--- src/verilog/l2_axi_pkg.sv ---
// shared types and constants for the l2 arbiter to AXI4 bridge
// request format, operation union, AXI channel payloads and atomic codes
`default_nettype none

package l2_axi_pkg;

    // requester id width and queue depths
    localparam int L2_ID_W     = 2;
    localparam int REQ_DEPTH   = 4;
    localparam int WDATA_DEPTH = 16;

    // atomic functions, RISC-V funct5 encoding
    typedef enum logic [4:0] {
        AMO_ADD  = 5'b00000,
        AMO_SWAP = 5'b00001,
        AMO_XOR  = 5'b00100,
        AMO_OR   = 5'b01000,
        AMO_AND  = 5'b01100,
        AMO_MIN  = 5'b10000,
        AMO_MAX  = 5'b10100,
        AMO_MINU = 5'b11000,
        AMO_MAXU = 5'b11100
    } amo_fn_t;

    // burst length for plain requests, atomic function otherwise
    typedef union packed {
        logic [4:0] burst_len;
        amo_fn_t    amo_fn;
    } l2_op_u;

    typedef struct packed {
        logic [29:0]        addr;
        logic [3:0]         be;
        logic               rnw;
        logic               is_amo;
        l2_op_u             op;
        logic [L2_ID_W-1:0] id;
    } l2_request_t;

    // read address channel
    typedef struct packed {
        logic [31:0] addr;
        logic [7:0]  len;
        logic [5:0]  id;
    } axi_ar_t;

    // write address channel
    typedef struct packed {
        logic [31:0] addr;
        logic [7:0]  len;
    } axi_aw_t;

    typedef struct packed {
        logic [31:0] data;
        logic [3:0]  strb;
        logic        last;
    } axi_w_t;

    typedef struct packed {
        logic [31:0] data;
        logic [5:0]  id;
        logic        last;
    } axi_r_t;

    // read data returned to the requester
    typedef struct packed {
        logic [31:0]        data;
        logic [L2_ID_W-1:0] id;
    } l2_rd_t;

endpackage

`default_nettype wire

--- src/verilog/l2_fifo.sv ---
// small synchronous FIFO with a type parameter
// head is read combinationally from the oldest entry
`default_nettype none

module l2_fifo #(
    parameter type data_t = logic [31:0],
    parameter int  DEPTH  = 4
) (
    input  wire logic  clk,
    input  wire logic  rst,
    input  wire logic  push,
    input  wire data_t push_data,
    output logic       full,
    input  wire logic  pop,
    output logic       valid,
    output data_t      head
);

    typedef logic [$clog2(DEPTH)-1:0] ptr_t;
    typedef logic [$clog2(DEPTH):0]   count_t;

    data_t  mem [DEPTH];
    ptr_t   rd_ptr;
    ptr_t   wr_ptr;
    count_t count;
    logic   do_push;
    logic   do_pop;

    assign valid = (count != '0);
    assign full  = (count == count_t'(DEPTH));
    assign head  = mem[rd_ptr];

    // pushes while full are dropped
    assign do_push = push & ~full;
    assign do_pop  = pop & valid;

    always_ff @(posedge clk) begin
        if (do_push) begin
            mem[wr_ptr] <= push_data;
        end
    end

    always_ff @(posedge clk) begin
        if (rst) begin
            rd_ptr <= '0;
            wr_ptr <= '0;
            count  <= '0;
        end else begin
            if (do_push) begin
                wr_ptr <= (wr_ptr == ptr_t'(DEPTH - 1)) ? '0 : wr_ptr + 1'b1;
            end
            if (do_pop) begin
                rd_ptr <= (rd_ptr == ptr_t'(DEPTH - 1)) ? '0 : rd_ptr + 1'b1;
            end
            // occupancy only moves when exactly one side fires
            if (do_push && !do_pop) begin
                count <= count + 1'b1;
            end else if (do_pop && !do_push) begin
                count <= count - 1'b1;
            end
        end
    end

endmodule

`default_nettype wire

--- src/verilog/amo_alu.sv ---
// atomic ALU
// new memory word from the loaded word and the request operand
`default_nettype none

module amo_alu (
    input  wire l2_axi_pkg::amo_fn_t amo_fn,
    input  wire logic [31:0]         load,
    input  wire logic [31:0]         operand,
    output logic [31:0]              result
);

    import l2_axi_pkg::*;

    logic signed_lt;
    logic unsigned_lt;

    // two's complement vs plain compare
    assign signed_lt   = ($signed(load) < $signed(operand));
    assign unsigned_lt = (load < operand);

    always_comb begin
        case (amo_fn)
            AMO_SWAP: begin
                result = operand;
            end
            AMO_ADD: begin
                result = load + operand;
            end
            AMO_XOR: begin
                result = load ^ operand;
            end
            AMO_AND: begin
                result = load & operand;
            end
            AMO_OR: begin
                result = load | operand;
            end
            AMO_MIN: begin
                result = signed_lt ? load : operand;
            end
            AMO_MAX: begin
                result = signed_lt ? operand : load;
            end
            AMO_MINU: begin
                result = unsigned_lt ? load : operand;
            end
            AMO_MAXU: begin
                result = unsigned_lt ? operand : load;
            end
            default: begin
                // unknown code leaves memory unchanged
                result = load;
            end
        endcase
    end

endmodule

`default_nettype wire

--- src/verilog/axi_to_arb.sv ---
// request queue to AXI4 bridge
// sequences reads, write bursts and atomic read-modify-writes onto AR/AW/W
`default_nettype none

module axi_to_arb (
    input  wire logic                    clk,
    input  wire logic                    rst,
    input  wire logic                    head_valid,
    input  wire l2_axi_pkg::l2_request_t head,
    output logic                         req_pop,
    input  wire logic                    wd_valid,
    input  wire logic [31:0]             wd,
    output logic                         wd_pop,
    output logic                         ar_valid,
    output l2_axi_pkg::axi_ar_t          ar,
    input  wire logic                    ar_ready,
    output logic                         aw_valid,
    output l2_axi_pkg::axi_aw_t          aw,
    input  wire logic                    aw_ready,
    output logic                         w_valid,
    output l2_axi_pkg::axi_w_t           w,
    input  wire logic                    w_ready,
    input  wire logic                    r_valid,
    input  wire l2_axi_pkg::axi_r_t      r,
    input  wire logic                    b_valid,
    output logic                         rd_valid,
    output l2_axi_pkg::l2_rd_t           rd,
    output l2_axi_pkg::amo_fn_t          amo_fn,
    output logic [31:0]                  load,
    output logic [31:0]                  operand,
    input  wire logic [31:0]             result
);

    import l2_axi_pkg::*;

    typedef enum logic [1:0] {
        RMW_IDLE,
        RMW_READ,
        RMW_WRITE,
        RMW_RESP
    } rmw_state_t;

    rmw_state_t  rmw_state;
    logic        addr_done;
    logic        write_in_progress;
    logic [4:0]  beat_cnt;
    logic [3:0]  wr_pending;
    logic [31:0] amo_result_r;

    logic [4:0]  burst_len;
    logic [29:0] base_addr;
    logic [5:0]  amo_rid;
    logic        plain_read;
    logic        plain_write;
    logic        rmw_wait;
    logic        amo_write_ready;
    logic        amo_beat;
    logic        ar_start;
    logic        ar_fire;
    logic        write_req;
    logic        w_fire;
    logic        last_beat;

    // op field decode; atomics are always a single word
    assign burst_len   = head.is_amo ? 5'd0 : head.op.burst_len;
    assign amo_fn      = head.op.amo_fn;
    assign plain_read  = head.rnw & ~head.is_amo;
    assign plain_write = ~head.rnw & ~head.is_amo;

    // align down to the burst size
    assign base_addr = head.addr & ~30'(burst_len);

    // atomic reads carry a flag bit in the AXI id to find their beat
    assign amo_rid = 6'({1'b1, head.id});

    assign rmw_wait        = (rmw_state == RMW_RESP);
    assign amo_write_ready = (rmw_state == RMW_WRITE);
    assign amo_beat        = r_valid && (r.id == amo_rid);

    // read address channel
    assign ar.addr = {base_addr, 2'b00};
    assign ar.len  = 8'(burst_len);
    assign ar.id   = head.is_amo ? amo_rid : 6'(head.id);
    assign ar_fire = ar_valid & ar_ready;

    // atomics wait for their operand before reading
    assign ar_start = head_valid & ~addr_done & ~rmw_wait &
                      (plain_read | (head.is_amo & wd_valid & (rmw_state == RMW_IDLE)));

    always_ff @(posedge clk) begin
        if (rst) begin
            ar_valid <= 1'b0;
        end else if (ar_fire) begin
            ar_valid <= 1'b0;
        end else if (ar_start) begin
            ar_valid <= 1'b1;
        end
    end

    always_ff @(posedge clk) begin
        if (rst) begin
            addr_done <= 1'b0;
        end else if (req_pop) begin
            addr_done <= 1'b0;
        end else if (ar_fire) begin
            addr_done <= 1'b1;
        end
    end

    // write address and data channels
    assign write_req = head_valid & wd_valid & ~rmw_wait & (plain_write | amo_write_ready);
    assign aw_valid  = write_req & ~write_in_progress;
    assign aw.addr   = {base_addr, 2'b00};
    assign aw.len    = 8'(burst_len);

    assign w_valid   = write_in_progress & wd_valid;
    assign last_beat = w_valid && (beat_cnt == burst_len);
    assign w_fire    = w_valid & w_ready;
    assign w.data    = head.is_amo ? amo_result_r : wd;
    assign w.strb    = head.is_amo ? 4'hf : head.be;
    assign w.last    = last_beat;
    assign wd_pop    = w_fire;

    always_ff @(posedge clk) begin
        if (rst) begin
            write_in_progress <= 1'b0;
        end else if (w_fire && last_beat) begin
            write_in_progress <= 1'b0;
        end else if (aw_valid && aw_ready) begin
            write_in_progress <= 1'b1;
        end
    end

    always_ff @(posedge clk) begin
        if (rst) begin
            beat_cnt <= '0;
        end else if (w_fire && last_beat) begin
            beat_cnt <= '0;
        end else if (w_fire) begin
            beat_cnt <= beat_cnt + 1'b1;
        end
    end

    // plain reads leave on AR, everything else on the final W beat
    assign req_pop = (ar_fire & ~head.is_amo) | (w_fire & last_beat);

    // bursts whose write response has not come back yet
    always_ff @(posedge clk) begin
        if (rst) begin
            wr_pending <= '0;
        end else begin
            case ({w_fire & last_beat, b_valid})
                2'b10:   wr_pending <= wr_pending + 1'b1;
                2'b01:   wr_pending <= wr_pending - 1'b1;
                default: wr_pending <= wr_pending;
            endcase
        end
    end

    // read-modify-write sequencing
    always_ff @(posedge clk) begin
        if (rst) begin
            rmw_state <= RMW_IDLE;
        end else begin
            case (rmw_state)
                RMW_IDLE: begin
                    if (ar_fire && head.is_amo) begin
                        rmw_state <= RMW_READ;
                    end
                end
                RMW_READ: begin
                    if (amo_beat) begin
                        rmw_state <= RMW_WRITE;
                    end
                end
                RMW_WRITE: begin
                    if (w_fire && last_beat) begin
                        rmw_state <= RMW_RESP;
                    end
                end
                default: begin
                    // hold the next head until all writes are acknowledged
                    if (wr_pending == '0) begin
                        rmw_state <= RMW_IDLE;
                    end
                end
            endcase
        end
    end

    assign load    = r.data;
    assign operand = wd;

    always_ff @(posedge clk) begin
        if (rmw_state == RMW_READ && amo_beat) begin
            amo_result_r <= result;
        end
    end

    // read data goes straight back, no stall possible
    assign rd_valid = r_valid;
    assign rd.data  = r.data;
    assign rd.id    = r.id[L2_ID_W-1:0];

endmodule

`default_nettype wire

--- src/verilog/l2_axi_bridge_top.sv ---
// l2 arbiter to AXI4 bridge top level
// request and write data queues feeding the bridge and atomic ALU
`default_nettype none

module l2_axi_bridge_top (
    input  wire logic                    clk,
    input  wire logic                    rst,
    input  wire logic                    req_push,
    input  wire l2_axi_pkg::l2_request_t req,
    output logic                         req_full,
    input  wire logic                    wdata_push,
    input  wire logic [31:0]             wdata,
    output logic                         wdata_full,
    output logic                         rd_valid,
    output l2_axi_pkg::l2_rd_t           rd,
    output logic                         ar_valid,
    output l2_axi_pkg::axi_ar_t          ar,
    input  wire logic                    ar_ready,
    output logic                         aw_valid,
    output l2_axi_pkg::axi_aw_t          aw,
    input  wire logic                    aw_ready,
    output logic                         w_valid,
    output l2_axi_pkg::axi_w_t           w,
    input  wire logic                    w_ready,
    input  wire logic                    r_valid,
    input  wire l2_axi_pkg::axi_r_t      r,
    input  wire logic                    b_valid
);

    import l2_axi_pkg::*;

    l2_request_t head;
    logic        head_valid;
    logic        req_pop;
    logic [31:0] wd;
    logic        wd_valid;
    logic        wd_pop;
    amo_fn_t     amo_fn;
    logic [31:0] load;
    logic [31:0] operand;
    logic [31:0] result;

    l2_fifo #(
        .data_t (l2_request_t),
        .DEPTH  (REQ_DEPTH)
    ) req_fifo (
        .clk       (clk),
        .rst       (rst),
        .push      (req_push),
        .push_data (req),
        .full      (req_full),
        .pop       (req_pop),
        .valid     (head_valid),
        .head      (head)
    );

    // one word per write beat, one operand word per atomic
    l2_fifo #(
        .data_t (logic [31:0]),
        .DEPTH  (WDATA_DEPTH)
    ) wdata_fifo (
        .clk       (clk),
        .rst       (rst),
        .push      (wdata_push),
        .push_data (wdata),
        .full      (wdata_full),
        .pop       (wd_pop),
        .valid     (wd_valid),
        .head      (wd)
    );

    axi_to_arb i_axi_to_arb (
        .clk        (clk),
        .rst        (rst),
        .head_valid (head_valid),
        .head       (head),
        .req_pop    (req_pop),
        .wd_valid   (wd_valid),
        .wd         (wd),
        .wd_pop     (wd_pop),
        .ar_valid   (ar_valid),
        .ar         (ar),
        .ar_ready   (ar_ready),
        .aw_valid   (aw_valid),
        .aw         (aw),
        .aw_ready   (aw_ready),
        .w_valid    (w_valid),
        .w          (w),
        .w_ready    (w_ready),
        .r_valid    (r_valid),
        .r          (r),
        .b_valid    (b_valid),
        .rd_valid   (rd_valid),
        .rd         (rd),
        .amo_fn     (amo_fn),
        .load       (load),
        .operand    (operand),
        .result     (result)
    );

    amo_alu i_amo_alu (
        .amo_fn  (amo_fn),
        .load    (load),
        .operand (operand),
        .result  (result)
    );

endmodule

`default_nettype wire

--- config.mk ---
export PLATFORM = sky130hd
export DESIGN_NAME = l2_axi_bridge_top
export DESIGN_NICKNAME = d
export VERILOG_FILES = /design/src/verilog/l2_axi_pkg.sv /design/src/verilog/l2_fifo.sv /design/src/verilog/amo_alu.sv /design/src/verilog/axi_to_arb.sv /design/src/verilog/l2_axi_bridge_top.sv
export SDC_FILE = /design/constraint.sdc
export NUM_CORES = 1
export LEC_CHECK = 0
export BUFFER_PORTS_ARGS = -buffer_cell sky130_fd_sc_hd__buf_2
export CAP_MARGIN = 0
export CELL_PAD_IN_SITES_DETAIL_PLACEMENT = 2
export CELL_PAD_IN_SITES_GLOBAL_PLACEMENT = 2
export CORE_MARGIN = 2
export CORE_UTILIZATION = 48
export DETAILED_ROUTE_END_ITERATION = 10
export PLACE_DENSITY = 0.93
export SLEW_MARGIN = 10
export SYNTH_ARGS = -nofsm -noshare
export SYNTH_HDL_FRONTEND = slang
export SYNTH_HIERARCHICAL = 1
export SYNTH_SLANG_ARGS = --single-unit
--- constraint.sdc ---
create_clock -name clk -period 7.44 [get_ports clk]
set_input_delay 1.116 -clock clk [delete_from_list [all_inputs] [get_ports clk]]
set_output_delay 1.116 -clock clk [all_outputs]
set_load 0.02 [all_outputs]
==> out/metrics.yaml <==
drt-initial-drc-count: 3636
tns_ns: -0.0243
place_ws_ns: 0.737
path_clk_slew_ns: 0.07
worstSetupPathType: "reg -> reg"
port_buffers: 271
synthFlopType: "edfxtp_1"
comb_power_share_pct: 22.9
synth_top_area_cell: "edfxtp_1"
grt_max_degree: 69
synthAdderAreaFrac_pct: 4.51
start_util_pct: 48.5
power_switching_mw: 4.14
whs_ns: 0.569
worst_pin_slew_ns: 1.22
fmaxAchievable_mhz: 134
maxSlewViolCount: 0
final_cell_area_um2: 39400
synth-warning-count: 6
grt_overflow: 0
synth_top_area_share_pct: 60.8
post_synth_main_area_contributors: "edfxtp_1 61%, mux4_2 11%, ha_1 4.3%"
synth_xor_area_share_pct: 1.10
syn_avg_cell_area_um2: 15.5
num-fill-cells: 6382
wirelength_mm: 158
hpwl_mm: 91.2
utilization_pct: 54.0
grtUsageTotal_pct: 41.8
syn_area_um2: 35400
yosys_register_bits: 756
cts.sinks: 756
r2r_setup_slack_ns: -0.02
drtAntennaViolNets: 0
seq_area_frac_synth_pct: 63.1
fin_ws_ns: -0.0243
num_vias: 25100
hold_viol: 0
die_x_um: 275
nets: 2662
synth_compound_area_share_pct: 7.79
grt_pass1_vias: 26900
min_path_type: "reg -> reg"
violations: "setup timing"
crit_path_end: "i_axi_to_arb/amo_result_r[5]"
crit_slowest_cell: "a31oi_1"
cp_common_cell: "a21oi_1"
core_um2: 73000
layout.cells.non_filler: 3455
r2r-end: "i_axi_to_arb/amo_result_r[5]"
cts_made_buffers: 83
path_cells: "buf_12 -> mux4_2 -> a22oi_1 -> nand2_1 -> inv_1 -> ha_1 -> nor4_2 -> nand3_1 -> a21oi_1 -> nor3_1 -> and2_1 -> a31oi_1 -> a21oi_2 -> nand2b_4 -> a221oi_1 -> a21oi_1"
drc_errors: 0
clock_latency_ns: 0.70
status: "finished, violations left"
syn_inst: 2284
rows: 99
area_delta_synth_final_pct: 11.4
synth-edff-count: 716
synth_top_family_by_area: "multiplexers"
antenna_found_initial: 30
cts.path.max_buffers: 3
p_leak_nw: 13.7
gp_congestion: 0.904
dr.pass1.iters: 6
async_flop_share_pct: 0
clock_power_share_pct: 35.2
yosys.area_share.simple_pct: 4.74
grt_pass1_wl_mm: 219
ys_types: 97
p_sw_share_pct: 34.2
drive_above_1_share_pct: 27.0
slowest_delay_ns: 0.86
die_y_um: 275
tritoncts: "built"
h-tree-depth: 3
finalCritPeriodShare_pct: 100
worst-path-max-fanout: 38
power_frac_seq_pct: 41.9
postCtsHoldBufs: 0
dieArea_um2: 75900
cellPowerDensity_nw_per_um2: 307
period_minus_slack_ns: 7.46
p_int_mw: 7.95
via_per_inst: 7.27
routedWlPerCell_um: 45.7
cap_violations: 0
setup_viol: 1
peakVddDrop_uv: 207
numPlacedInstances: 3288
place_area_um2: 36700
crit_path_start_kind: "register"
maxSlewHeadroom_pct: 18.1
arrival_ns: 7.87
muxShareOfSynthArea_pct: 12.4
root_buffer: "clkbuf_16"
r2r_cells: 16
fin_skew_ns: 0.0604
total_power_mw: 12.1
end_kind: "register"
critPathRequiredTime_ns: 7.84
ios: 286
-- sequential cells by signal (all words and copies together), names as in the netlist, named ones only --
| signal | count |
|---|---|
| wdata_fifo/wr_ptr | 4 |
| req_fifo/count | 3 |
| req_fifo/rd_ptr | 2 |
| i_axi_to_arb/addr_done | 1 |
| wdata_fifo/count | 5 |
| i_axi_to_arb/rmw_state | 2 |
| wdata_fifo/rd_ptr | 4 |
| i_axi_to_arb/write_in_progress | 1 |
| i_axi_to_arb/amo_result_r | 32 |
| req_fifo/wr_ptr | 2 |
| i_axi_to_arb/ar_valid | 1 |
| i_axi_to_arb/wr_pending | 4 |
| i_axi_to_arb/beat_cnt | 5 |
| wdata_fifo/mem | 512 |
| req_fifo/mem | 172 |
-- cell usage in the layout (no fill, tap or decap), drive strengths merged, types with 7 or more instances in the layout --
cell type,count
nand2b,11
mux2i,12
mux2,36
o211ai,11
o21ai,70
o31ai,11
buf,316
a21oi,112
nor3,23
a21o,17
nor2,106
o2111ai,7
inv,107
ha,121
mux4,171
dfxtp,40
diode,14
clkbuf,100
a211oi,12
edfxtp,716
nor2b,14
a22oi,72
and3,16
nand4,8
nand2,101
or3,7
xor2,21
and2,12
a221oi,18
clkinv,45
conb,13
nor4,9
nand3,17
a31oi,14
xnor2,20
-- how the worst min path moves through the flow --
stage                                  end  cells past startpoint                   start
detailed placement  i_axi_to_arb/addr_done                      2  i_axi_to_arb/addr_done
floorplan           i_axi_to_arb/addr_done                      2  i_axi_to_arb/addr_done
global placement    i_axi_to_arb/addr_done                      2  i_axi_to_arb/addr_done
CTS                 i_axi_to_arb/addr_done                      2  i_axi_to_arb/addr_done
global route        i_axi_to_arb/addr_done                      2  i_axi_to_arb/addr_done
finish              i_axi_to_arb/addr_done                      2  i_axi_to_arb/addr_done
-- cell families (layout without fill, tap and decap cells) --
family / Yosys count / after routing
fa+ha+maj: 125 / 125
xor+xnor: 42 / 42
mux: 219 / 219
flops: 756 / 756
compound gates: 406 / 406
buf+inv: 390 / 576
other cells: 1 / 27
simple gates: 345 / 345
-- critical path: cells and delay by family (launching register included) --
family	cells	cell delay [ns]
mux	1	0.57
buf+inv	2	0.68
fa+ha+maj	1	0.45
flops	1	0.77
simple gates	6	2.06
compound gates	6	2.62
-- power by group through the flow --
| stage | clock network (mW) | registers (mW) | logic (mW) |
|---|---|---|---|
| 2_1_floorplan | 0 | 5.04 | 1.64 |
| 3_3_place_gp | 0 | 5.05 | 2.09 |
| 3_5_place_dp | 0 | 5.12 | 2.43 |
| 4_1_cts | 4.27 | 5.05 | 2.62 |
| 5_1_grt | 4.39 | 5.07 | 2.80 |
| 6_report | 4.25 | 5.07 | 2.77 |
-- per-layer routing --
metal	share of wire, %	vias to the layer above	track usage, %
met3	10	967	13.1
met1	32	12800	45.3
li1	-	8964	-
met5	0.12	-	0.0627
met2	47	2310	67.7
met4	10	24	34.4
-- synth_stat cells, drive strengths merged (6+ instances only) --
| cell | count |
|---|---|
| and2 | 12 |
| mux4 | 171 |
| a21oi | 112 |
| dfxtp | 40 |
| nand4 | 8 |
| or2 | 6 |
| o211ai | 11 |
| nand2b | 11 |
| xor2 | 21 |
| nor3 | 23 |
| o2111ai | 7 |
| nand3 | 17 |
| nor4 | 9 |
| nand2 | 101 |
| inv | 106 |
| o31ai | 11 |
| a211oi | 12 |
| or3 | 7 |
| a221oi | 18 |
| o21ai | 70 |
| mux2 | 36 |
| ha | 121 |
| a31oi | 14 |
| edfxtp | 716 |
| nor2b | 14 |
| mux2i | 12 |
| buf | 226 |
| nor2 | 106 |
| clkbuf | 57 |
| xnor2 | 20 |
| a22oi | 72 |
| a21o | 17 |
| o22ai | 6 |
| o21bai | 6 |
| o21a | 6 |
| and3 | 16 |
-- final cells by class --
cell class / instances / area, um^2 / area share, %
well taps: 959 / 1200 / 3.05
flip-flops and latches: 756 / 22300 / 56.6
multi-input cells: 1150 / 11000 / 28.0
diodes: 14 / 35.0 / 0.0889
clock inverters: 53 / 513 / 1.30
clock buffers: 100 / 2160 / 5.49
repair buffers: 316 / 1740 / 4.43
inverters: 107 / 407 / 1.03
-- what timing repair did --
item | CTS | global route
setup endpoints to repair | 0 | 8
setup buffers | 0 | 0
resized for setup | 0 | 4
Power figures use the tool's default switching activity.
